==> config.mk <==
export PLATFORM = sky130hd
export DESIGN_NAME = sata_transport_top
export DESIGN_NICKNAME = d
export VERILOG_FILES = /design/src/rtl/sata_transport_pkg.sv /design/src/rtl/fis_dword_counter.sv /design/src/rtl/h2d_fis_builder.sv /design/src/rtl/d2h_fis_parser.sv /design/src/rtl/transport_ctrl_fsm.sv /design/src/rtl/sata_transport_top.sv
export VERILOG_INCLUDE_DIRS = /design/src /design/src/include
export SDC_FILE = /design/constraint.sdc
export NUM_CORES = 1
export LEC_CHECK = 0
export BUFFER_PORTS_ARGS = -buffer_cell sky130_fd_sc_hd__buf_2
export CORE_ASPECT_RATIO = 1.75
export CORE_UTILIZATION = 44
export CTS_CLUSTER_DIAMETER = 60
export DETAILED_ROUTE_END_ITERATION = 8
export GPL_TIMING_DRIVEN = 0
export PLACE_DENSITY = 0.71
export SLEW_MARGIN = 20
export SYNTH_ARGS = -nofsm -noshare
export SYNTH_HDL_FRONTEND = slang
export SYNTH_HIERARCHICAL = 1
export SYNTH_SLANG_ARGS = --single-unit
==> constraint.sdc <==
create_clock -name clk -period 12.45 [get_ports clk]
set_input_delay 1.245 -clock clk [delete_from_list [all_inputs] [get_ports clk]]
set_output_delay 1.245 -clock clk [all_outputs]
set_load 0.005 [all_outputs]
==> src/include/sata_transport_macros.svh <==
// SATA transport constants
`ifndef SATA_TRANSPORT_MACROS_SVH
`define SATA_TRANSPORT_MACROS_SVH

// FIS type codes, low byte of the first dword
`define ST_FIS_H2D_REG      8'h27
`define ST_FIS_D2H_REG      8'h34
`define ST_FIS_DMA_ACT      8'h39
`define ST_FIS_SET_DEV_BITS 8'hA1

// Length of the outgoing register FIS, also the link write size
`define ST_H2D_REG_DWORDS   5

// Link dword width
`define ST_DWORD_W          32

// Logical block address width
`define ST_LBA_W            48

// Dword position within a frame
`define ST_IDX_W            3

`endif

==> src/rtl/sata_transport_pkg.sv <==
// SATA transport types
`default_nettype none

`include "sata_transport_macros.svh"

package sata_transport_pkg;

  typedef logic [`ST_DWORD_W-1:0] dword_t;
  typedef logic [7:0]             fis_type_t;
  typedef logic [`ST_LBA_W-1:0]   lba_t;
  typedef logic [15:0]            sector_count_t;
  typedef logic [`ST_IDX_W-1:0]   dword_idx_t;

  typedef enum logic [2:0] {
    IDLE,
    CHECK_FIS_TYPE,
    WRITE_H2D_REG,
    RETRY,
    READ_D2H_REG,
    FINISH_SDB,
    FINISH_DMA_ACT
  } ctrl_state_t;

  // Tells the parser which register frame is on the link
  typedef enum logic [1:0] {
    NONE,
    D2H_REG,
    SET_DEV_BITS
  } fis_kind_t;

  typedef struct packed {
    logic [7:0]    command;
    logic [15:0]   features;
    logic [7:0]    control;
    logic [3:0]    port_mult;
    logic [7:0]    device;
    lba_t          lba;
    sector_count_t sector_count;
  } h2d_regs_t;

  typedef struct packed {
    logic          interrupt;
    logic          notification;
    logic [3:0]    port_mult;
    logic [7:0]    device;
    lba_t          lba;
    sector_count_t sector_count;
    logic [7:0]    status;
    logic [7:0]    error;
  } d2h_regs_t;

  // Transmit side toward the link layer
  typedef struct packed {
    logic   write_start;
    dword_t write_data;
    dword_t write_size;
  } ll_tx_t;

  typedef struct packed {
    logic write_strobe;
    logic write_finished;
    logic xmit_error;
  } ll_tx_status_t;

  // Receive side from the link layer
  typedef struct packed {
    logic   read_start;
    logic   read_strobe;
    logic   read_finished;
    dword_t read_data;
  } ll_rx_t;

endpackage

`default_nettype wire

==> src/rtl/fis_dword_counter.sv <==
// FIS dword counter
`default_nettype none
`timescale 1ns/1ps

module fis_dword_counter (
  input  wire                            clk,
  input  wire                            rst,
  input  wire                            clear,
  input  wire                            step,
  output sata_transport_pkg::dword_idx_t idx
);

  // Position of the next dword in the current frame
  always_ff @(posedge clk) begin
    if (rst) begin
      idx <= '0;
    end else if (clear) begin
      idx <= '0;
    end else if (step && (idx != '1)) begin
      // Holds at all ones on an overlong frame
      idx <= idx + 1'b1;
    end
  end

endmodule

`default_nettype wire

==> src/rtl/h2d_fis_builder.sv <==
// Host to device register FIS builder
`default_nettype none
`timescale 1ns/1ps

`include "sata_transport_macros.svh"

module h2d_fis_builder (
  input  wire                                clk,
  input  wire                                rst,
  input  wire                                capture,
  input  wire                                cmd_bit,
  input  wire sata_transport_pkg::h2d_regs_t  h2d,
  input  wire sata_transport_pkg::dword_idx_t idx,
  output sata_transport_pkg::dword_t          write_data
);
  import sata_transport_pkg::*;

  h2d_regs_t regs_q;
  logic      cmd_q;

  // Snapshot at send start, host is free to change its registers afterwards
  always_ff @(posedge clk) begin
    if (capture) begin
      regs_q <= h2d;
    end
  end

  always_ff @(posedge clk) begin
    if (rst) begin
      cmd_q <= 1'b0;
    end else if (capture) begin
      cmd_q <= cmd_bit;
    end
  end

  // Register FIS layout, dword 4 and past the end read as zero
  always_comb begin
    case (idx)
      0: write_data = {regs_q.features[7:0], regs_q.command, cmd_q, 3'b000,
                       regs_q.port_mult, `ST_FIS_H2D_REG};
      1: write_data = {regs_q.device, regs_q.lba[23:0]};
      2: write_data = {regs_q.features[15:8], regs_q.lba[47:24]};
      3: write_data = {regs_q.control, 8'h00, regs_q.sector_count};
      default: write_data = '0;
    endcase
  end

endmodule

`default_nettype wire

==> src/rtl/d2h_fis_parser.sv <==
// Device to host register parser
`default_nettype none
`timescale 1ns/1ps

module d2h_fis_parser (
  input  wire                                clk,
  input  wire                                rst,
  input  wire sata_transport_pkg::ll_rx_t     rx,
  input  wire sata_transport_pkg::dword_idx_t idx,
  input  wire sata_transport_pkg::fis_kind_t  fis_kind,
  output sata_transport_pkg::d2h_regs_t       d2h
);
  import sata_transport_pkg::*;

  dword_t rd;

  assign rd = rx.read_data;

  always_ff @(posedge clk) begin
    if (rst) begin
      d2h <= '0;
    end else if (rx.read_strobe) begin
      case (fis_kind)
        D2H_REG: begin
          case (idx)
            0: begin
              // Header dword carries status and error
              d2h.status    <= rd[23:16];
              d2h.error     <= rd[31:24];
              d2h.interrupt <= rd[14];
              d2h.port_mult <= rd[11:8];
            end
            1: begin
              d2h.device     <= rd[31:24];
              d2h.lba[23:0]  <= rd[23:0];
            end
            2: begin
              d2h.lba[47:24] <= rd[23:0];
            end
            3: begin
              d2h.sector_count <= rd[15:0];
            end
            default: begin
            end
          endcase
        end
        SET_DEV_BITS: begin
          // Only the header matters, bits 7 and 3 of status stay put
          if (idx == '0) begin
            d2h.status[6:4]  <= rd[22:20];
            d2h.status[2:0]  <= rd[18:16];
            d2h.error        <= rd[31:24];
            d2h.notification <= rd[15];
            d2h.interrupt    <= rd[14];
            d2h.port_mult    <= rd[11:8];
          end
        end
        default: begin
        end
      endcase
    end
  end

endmodule

`default_nettype wire

==> src/rtl/transport_ctrl_fsm.sv <==
// Transport control FSM
`default_nettype none
`timescale 1ns/1ps

`include "sata_transport_macros.svh"

module transport_ctrl_fsm (
  input  wire                                   clk,
  input  wire                                   rst,
  input  wire                                   send_command_stb,
  input  wire                                   send_control_stb,
  input  wire                                   link_layer_ready,
  input  wire                                   sync_escape,
  input  wire                                   ll_remote_abort,
  input  wire sata_transport_pkg::ll_tx_status_t tx_status,
  input  wire sata_transport_pkg::ll_rx_t        rx,
  input  wire sata_transport_pkg::dword_idx_t    idx,
  output logic                                  cnt_clear,
  output logic                                  cnt_step,
  output logic                                  capture,
  output logic                                  cmd_bit,
  output logic                                  write_start,
  output sata_transport_pkg::fis_kind_t          fis_kind,
  output logic                                  d2h_reg_stb,
  output logic                                  set_device_bits_stb,
  output logic                                  dma_activate_stb,
  output logic                                  remote_abort,
  output logic                                  xmit_error,
  output logic                                  transport_layer_ready
);
  import sata_transport_pkg::*;

  ctrl_state_t state;
  ctrl_state_t state_nxt;
  fis_type_t   cur_type;
  fis_type_t   hdr_type;
  fis_type_t   frame_type;
  logic        hdr_seen;
  logic        hdr_cycle;
  logic        rx_active;
  logic        send_req;
  logic        resend;
  logic        write_done;
  logic        frame_end;

  function automatic fis_kind_t kind_of(input fis_type_t t);
    case (t)
      `ST_FIS_D2H_REG:      kind_of = D2H_REG;
      `ST_FIS_SET_DEV_BITS: kind_of = SET_DEV_BITS;
      default:              kind_of = NONE;
    endcase
  endfunction

  assign hdr_type   = rx.read_data[7:0];
  assign rx_active  = (state == CHECK_FIS_TYPE) || (state == READ_D2H_REG) ||
                      (state == FINISH_SDB) || (state == FINISH_DMA_ACT);
  // First strobed dword of a received frame
  assign hdr_cycle  = (state == CHECK_FIS_TYPE) && !hdr_seen && rx.read_strobe;
  assign frame_type = hdr_cycle ? hdr_type : cur_type;
  assign frame_end  = rx_active && rx.read_finished && (hdr_cycle || hdr_seen) && !sync_escape;
  assign send_req   = (state == IDLE) && (send_command_stb || send_control_stb);
  assign resend     = (state == RETRY) && link_layer_ready;
  assign write_done = (state == WRITE_H2D_REG) && tx_status.write_finished;

  assign capture   = send_req;
  assign cmd_bit   = send_command_stb;
  assign cnt_clear = (state == IDLE) || resend;
  // Transmit index stops at the frame length
  assign cnt_step  = ((state == WRITE_H2D_REG) && tx_status.write_strobe &&
                      (idx < dword_idx_t'(`ST_H2D_REG_DWORDS))) ||
                     (rx_active && rx.read_strobe);
  assign fis_kind  = rx_active ? kind_of(frame_type) : NONE;

  assign transport_layer_ready = (state == IDLE) && link_layer_ready;

  always_comb begin
    state_nxt = state;
    case (state)
      IDLE: begin
        if (send_req) begin
          state_nxt = WRITE_H2D_REG;
        end else if (rx.read_start) begin
          state_nxt = CHECK_FIS_TYPE;
        end
      end
      CHECK_FIS_TYPE: begin
        if (rx.read_finished) begin
          state_nxt = IDLE;
        end else if (hdr_cycle) begin
          // Unknown types wait here for the end of the frame
          case (hdr_type)
            `ST_FIS_D2H_REG:      state_nxt = READ_D2H_REG;
            `ST_FIS_SET_DEV_BITS: state_nxt = FINISH_SDB;
            `ST_FIS_DMA_ACT:      state_nxt = FINISH_DMA_ACT;
            default:              state_nxt = CHECK_FIS_TYPE;
          endcase
        end
      end
      WRITE_H2D_REG: begin
        if (write_done) begin
          state_nxt = tx_status.xmit_error ? RETRY : IDLE;
        end
      end
      RETRY: begin
        if (link_layer_ready) begin
          state_nxt = WRITE_H2D_REG;
        end
      end
      READ_D2H_REG, FINISH_SDB, FINISH_DMA_ACT: begin
        if (rx.read_finished) begin
          state_nxt = IDLE;
        end
      end
      default: state_nxt = IDLE;
    endcase
    if (sync_escape) begin
      state_nxt = IDLE;
    end
  end

  always_ff @(posedge clk) begin
    if (rst) begin
      state               <= IDLE;
      hdr_seen            <= 1'b0;
      cur_type            <= '0;
      write_start         <= 1'b0;
      d2h_reg_stb         <= 1'b0;
      set_device_bits_stb <= 1'b0;
      dma_activate_stb    <= 1'b0;
      remote_abort        <= 1'b0;
      xmit_error          <= 1'b0;
    end else begin
      state               <= state_nxt;
      write_start         <= (send_req || resend) && !sync_escape;
      remote_abort        <= ll_remote_abort;
      d2h_reg_stb         <= frame_end && (frame_type == `ST_FIS_D2H_REG);
      set_device_bits_stb <= frame_end && (frame_type == `ST_FIS_SET_DEV_BITS);
      dma_activate_stb    <= frame_end && (frame_type == `ST_FIS_DMA_ACT);

      if (state == IDLE) begin
        hdr_seen <= 1'b0;
        cur_type <= '0;
      end else if (hdr_cycle) begin
        hdr_seen <= 1'b1;
        cur_type <= hdr_type;
      end

      // Error stays up until the next request or a clean finish
      if (send_req || (write_done && !tx_status.xmit_error)) begin
        xmit_error <= 1'b0;
      end else if (write_done) begin
        xmit_error <= 1'b1;
      end
    end
  end

endmodule

`default_nettype wire

==> src/rtl/sata_transport_top.sv <==
// SATA transport layer top
`default_nettype none
`timescale 1ns/1ps

`include "sata_transport_macros.svh"

module sata_transport_top (
  input  wire                                   clk,
  input  wire                                   rst,
  input  wire sata_transport_pkg::h2d_regs_t     h2d,
  input  wire                                   send_command_stb,
  input  wire                                   send_control_stb,
  output sata_transport_pkg::d2h_regs_t          d2h,
  output logic                                  d2h_reg_stb,
  output logic                                  set_device_bits_stb,
  output logic                                  dma_activate_stb,
  output logic                                  remote_abort,
  output logic                                  xmit_error,
  output logic                                  transport_layer_ready,
  input  wire                                   link_layer_ready,
  input  wire                                   sync_escape,
  input  wire                                   ll_remote_abort,
  output sata_transport_pkg::ll_tx_t             tx,
  input  wire sata_transport_pkg::ll_tx_status_t tx_status,
  input  wire sata_transport_pkg::ll_rx_t        rx
);
  import sata_transport_pkg::*;

  logic       cnt_clear;
  logic       cnt_step;
  logic       capture;
  logic       cmd_bit;
  logic       write_start;
  dword_idx_t idx;
  fis_kind_t  fis_kind;
  dword_t     write_data;

  // Register frames are always five dwords long
  assign tx = '{write_start: write_start,
                write_data:  write_data,
                write_size:  dword_t'(`ST_H2D_REG_DWORDS)};

  transport_ctrl_fsm fsm_i (
    .clk                   (clk),
    .rst                   (rst),
    .send_command_stb      (send_command_stb),
    .send_control_stb      (send_control_stb),
    .link_layer_ready      (link_layer_ready),
    .sync_escape           (sync_escape),
    .ll_remote_abort       (ll_remote_abort),
    .tx_status             (tx_status),
    .rx                    (rx),
    .idx                   (idx),
    .cnt_clear             (cnt_clear),
    .cnt_step              (cnt_step),
    .capture               (capture),
    .cmd_bit               (cmd_bit),
    .write_start           (write_start),
    .fis_kind              (fis_kind),
    .d2h_reg_stb           (d2h_reg_stb),
    .set_device_bits_stb   (set_device_bits_stb),
    .dma_activate_stb      (dma_activate_stb),
    .remote_abort          (remote_abort),
    .xmit_error            (xmit_error),
    .transport_layer_ready (transport_layer_ready)
  );

  fis_dword_counter counter_i (
    .clk   (clk),
    .rst   (rst),
    .clear (cnt_clear),
    .step  (cnt_step),
    .idx   (idx)
  );

  h2d_fis_builder builder_i (
    .clk        (clk),
    .rst        (rst),
    .capture    (capture),
    .cmd_bit    (cmd_bit),
    .h2d        (h2d),
    .idx        (idx),
    .write_data (write_data)
  );

  d2h_fis_parser parser_i (
    .clk      (clk),
    .rst      (rst),
    .rx       (rx),
    .idx      (idx),
    .fis_kind (fis_kind),
    .d2h      (d2h)
  );

endmodule

`default_nettype wire

Word-level counts from Yosys, hierarchy flattened:

Cells that the tools add are included.

* bits in registers: 224
* bits of input ports: 153
* output and inout port bits: 165
* logic and storage cells: 124

* add/sub/neg operators: 1
* $lt $le $gt $ge: 1
* equality and inequality tests: 25
* muxes and demuxes: 24
* reduce and logical (&&, ||, !) cells: 45

Operator list (count)
* $pmux W32 S4: 1
* $eq A8 B6 Y1 const B: 4
* $mux W3: 8
* $pmux W11 S2: 1
* $logic_and A1 B1 Y1: 18
* $eq A8 B8 Y1 const B: 2
* $mux W15: 1
* $pmux W3 S5: 1
* $reduce_and A3 Y1: 5
* $eq A3 B2 Y1 const B: 4
* $mux W11: 1
* $eq A3 B3 Y1 const B: 3
* $logic_or A1 B1 Y1: 9
* $pmux W3 S3: 1
* $mux W8: 1
* $ne A2 B2 Y1 const B: 4
* $pmux W4 S2: 1
* $reduce_or A2 Y1: 4
* $eq A3 B1 Y1 const B: 2
* $logic_not A3 Y1: 2
* $mux W6: 1
* $ne A3 B2 Y1 const B: 2
* $pmux W3 S2: 1
* $reduce_and A5 Y1: 1
* other kinds (15): 18

Depth between registers and ports, before layout:

* word-level depth: 10
* depth in mapped cells: 12

By module:

The synthesis kept the hierarchy.

By module, submodules not included
* h2d_fis_builder: times used 1, cells an instance 233, area each 4199.0 um^2, sequential area each 3263.1 um^2
* d2h_fis_parser: times used 1, cells an instance 388, area each 3861.2 um^2, sequential area each 1881.8 um^2
* transport_ctrl_fsm: times used 1, cells an instance 129, area each 1004.7 um^2, sequential area each 360.3 um^2
* sata_transport_top: times used 1, cells an instance 35, area each 255.2 um^2, sequential area each 0.0 um^2
* fis_dword_counter: times used 1, cells an instance 12, area each 142.6 um^2, sequential area each 60.1 um^2

Least setup slack after synthesis:

No wires, ideal clock.

* kind: in2reg
* from: input port send_control_stb
* to: register builder_i.cmd_q
* setup time: 0.124 ns
* data arrival time: 9.383 ns
* data required time: 12.326 ns
* setup slack: 2.943 ns
* stages: 4
* path buffers: 0
* path through: nor2_1 > nor3_1 > mux2i_1 > nor2_1

* longest elaborated chain between the ends: 2

Ends and longest elaborated chain
* from (decl): RTL line sata_transport_top.sv:12 `input wire send_control_stb,`
* $logic_or A1 B1 Y1: RTL line transport_ctrl_fsm.sv:61 `assign send_req = (state == IDLE) && (send_command_stb || send_control_stb);`
* $logic_and A1 B1 Y1: RTL line transport_ctrl_fsm.sv:61
* named net capture: RTL line sata_transport_top.sv:31 `logic capture;`
* to (signal assigned): RTL line h2d_fis_builder.sv:32 `cmd_q <= cmd_bit;`
* to (decl): RTL line h2d_fis_builder.sv:19 `logic cmd_q;`

The timed path passes the listed nets, and every way through them passes these cells.
A chain may end at the register's enable or synchronous reset.

==> results_dict.tcl <==
set metrics [dict create \
    status "completed" \
    regToRegStartpoint "fsm_i/state[0]" \
    cap_violations 0 \
    min_from "parser_i/d2h[14]" \
    cts_htree_levels 1 \
    worstSetupPathType "reg2out" \
    layout.nets 1302 \
    cts_tree "built" \
    place_ws_ns 8.74 \
    critPathMaxFanout 10 \
    clock_sinks 224 \
    vdd_drop_max_mv 0.0942 \
    vias 7163 \
    wirelength_um 25900 \
    cts_buffers 22 \
    setup_viol 0 \
    grtUsageTotal 0.232 \
    cts_setup_buffers 0 \
    min_path_type "reg2reg" \
    pin_count 318 \
    hold_viol 0 \
    synthToLayoutAreaGrowth_pct 28.9 \
    skew_ns 0.0135 \
    io_buffers 285 \
    dp_hpwl_um 20000 \
    syn_avg_cell_area_um2 11.9 \
    ant_nets 0 \
    start_kind "flip-flop" \
    hold_buffers 0 \
    r2r_cells 9 \
    fin_hold_ws_ns 0.468 \
    layout.cells.non_filler 1417 \
    cts_resized 0 \
    gp_congestion 0.825 \
    synth_area_um2 9460 \
    syn-instance-count 797 \
    root_buffer "clkbuf_16" \
    synth_edf_count 108 \
    initial_core_util 0.450 \
    synthArstFlopShare 0 \
    std_cell_rows 70 \
    antenna_found_initial 2 \
    m1WireLength_um 9120 \
    final_core_util 0.580 \
    fin_crit_sh 0.299 \
    rrSetupSlack_ns 9.53 \
    core-area_um2 21000 \
    via_per_inst 5.06 \
    hold_depth 2 \
    endpoint_kind "primary output" \
    place_inst 1375 \
    setup_tns_ns 0 \
    grt-ovfl-total 0 \
    fp.dieW_um 113 \
    yosysSeqAreaShare 0.588 \
    clk_pin_slew_worst_paths_ns 0.06 \
    grt_max_degree 17 \
    yosys_warnings 6 \
    reg2reg_to "builder_i/regs_q[0]" \
    layout_min_cycle_time_ns 3.72 \
    grt_pass1_wl_um 39400 \
    die_h_um 196 \
    drc 0 \
    tightest_slew_ns 0.683 \
    grt_pass1_vias 7206 \
    p_leak_nw 5.28 \
    pwr_density_cell_nw_per_um2 135 \
    topRoutingLayerUsed "met4" \
    slew_viol_final 0 \
    synth.distinct_cells 56 \
    met2_length_um 14100 \
    die_area_um2 22100 \
    rsz0062_at_grt "no" \
    setup_slack_ns 8.73 \
    max_freq_mhz 269 \
    wire_per_inst_um 18.3 \
    hold_path_end "parser_i/d2h[14]" \
    synth-seq-cells 224 \
    cts_buffer_depth 3 \
    cp.arrival_ns 2.47 \
    dominantRegCellSynth "dfxtp_1" \
    insertion_delay_ns 0.51 \
    crit_required_ns 11.20 \
    dr_wl_met3_um 1970 \
    firstDrtPassIters 4 \
    drt_iter0_drc 228 \
    drive_gt1_frac 0.347 \
    slew_headroom 0.542 \
]
-- cell usage in the layout, fill, tap and decap left out, types with 3 or more instances in the layout --
master / synthesis / layout
buf_1: 3 / 3
clkinvlp_4: 0 / 3
buf_4: 39 / 46
clkbuf_8: 0 / 3
mux2i_1: 103 / 103
o22ai_1: 14 / 14
nor3_1: 9 / 8
nor2_1: 18 / 18
nand3b_1: 3 / 3
clkbuf_16: 0 / 23
buf_2: 14 / 299
nand2b_1: 107 / 107
dfxtp_1: 116 / 116
clkbuf_1: 23 / 26
o21ai_1: 57 / 57
nor3b_1: 3 / 3
o21ai_0: 11 / 11
or2_2: 3 / 3
and2b_1: 3 / 3
nor2b_1: 39 / 39
buf_6: 3 / 7
inv_1: 3 / 3
a21oi_1: 21 / 21
bufinv_16: 0 / 3
conb_1: 2 / 32
edfxtp_1: 108 / 108
a211oi_1: 27 / 27
nand2_1: 21 / 21
nand3_1: 5 / 5
-- routing by layer --
layer,global-route usage,vias up
li1,-,3477
met1,0.236,3364
met2,0.453,280
met3,0.0513,42
met4,0.0833,0
met5,0,-
-- worst max path at each step --
stage                startpoint          endpoint  slack [ns]
2_1_floorplan  send_control_stb   builder_i/cmd_q        2.94
3_3_place_gp   send_command_stb   builder_i/cmd_q        0.37
3_5_place_dp             rx[33]  parser_i/d2h[69]        8.74
4_1_cts        counter_i/idx[0]            tx[53]        8.67
5_1_grt        counter_i/idx[0]            tx[53]        8.50
6_report       counter_i/idx[0]            tx[55]        8.73
-- sequential cells by signal (all words and copies together) (netlist names) --
register,cells
fsm_i/cur_type,8
parser_i/d2h,94
fsm_i/hdr_seen,1
fsm_i/d2h_reg_stb,1
fsm_i/write_start,1
fsm_i/remote_abort,1
counter_i/idx,3
builder_i/cmd_q,1
fsm_i/state,3
fsm_i/xmit_error,1
fsm_i/set_device_bits_stb,1
builder_i/regs_q,108
fsm_i/dma_activate_stb,1
-- where the power goes --
part           leakage (nW)  switching, mW  internal [mW]
logic                  2.90         0.0658         0.0588
clock network         0.367          0.278          0.421
registers              2.01        0.00955          0.817
-- critical path: stages, from the launching register on --
cell	delay (ns)
dfxtp_1	0.66
buf_2	0.32
clkbuf_1	0.47
a211oi_1	0.12
a211oi_1	0.24
buf_2	0.16
-- Yosys cell counts (all sizes together) (2+ instances only) --
| cell | number | area, um2 |
|---|---|---|
| a21oi | 21 | 105 |
| nand2b | 108 | 683 |
| clkbuf | 23 | 86.3 |
| nor3 | 10 | 55.1 |
| nor3b | 4 | 41.3 |
| mux2i | 103 | 1030 |
| nor2 | 19 | 73.8 |
| edfxtp | 108 | 3240 |
| or2 | 5 | 31.3 |
| and2 | 2 | 12.5 |
| a31oi | 3 | 25.0 |
| a211oi | 27 | 203 |
| nor4bb | 2 | 20.0 |
| o22ai | 14 | 87.6 |
| dfxtp | 116 | 2320 |
| ha | 2 | 25.0 |
| o41ai | 2 | 17.5 |
| buf | 61 | 438 |
| nand2 | 21 | 78.8 |
| o21ai | 69 | 349 |
| or3 | 3 | 23.8 |
| nor2b | 40 | 258 |
| and2b | 3 | 22.5 |
| nor4b | 3 | 32.5 |
| conb | 2 | 7.51 |
| inv | 3 | 11.3 |
| nand3b | 3 | 22.5 |
| and3 | 3 | 23.8 |
| a32oi | 2 | 17.5 |
| nand3 | 6 | 35.0 |
-- per-stage QoR --
stage | power (mW) | cell area, um2
global placement | 0.969 | 11300
global route | 1.71 | 12200
finish | 1.65 | 12200
detailed placement | 0.967 | 11400
floorplan | 0.914 | 9580
CTS | 1.66 | 12200
-- logic make-up after synthesis --
logic type,count (synthesis),share of synthesized area
AND/OR/NAND/NOR,236,0.154
flip-flops,224,0.588
AO/OA/AOI/OAI,141,0.0875
multiplexers,103,0.109
XOR/XNOR,2,0.00185
other,2,0.000794
adder cells (fa/ha/maj),2,0.00264
buffers and inverters,87,0.0566
-- cell type report --
type                            count  area, um2
Fill cell                        1826       8820
Sequential cell                   224       5570
Multi-Input combinational cell    516       3480
Timing Repair Buffer              296       1520
Clock buffer                       30        633
Buffer                             84        524
Tap cell                          252        315
Clock inverter                     10        138
Inverter                            3       11.3
Antenna cell                        2       5.00
Note: power is estimated with default switching activity, not from simulation.
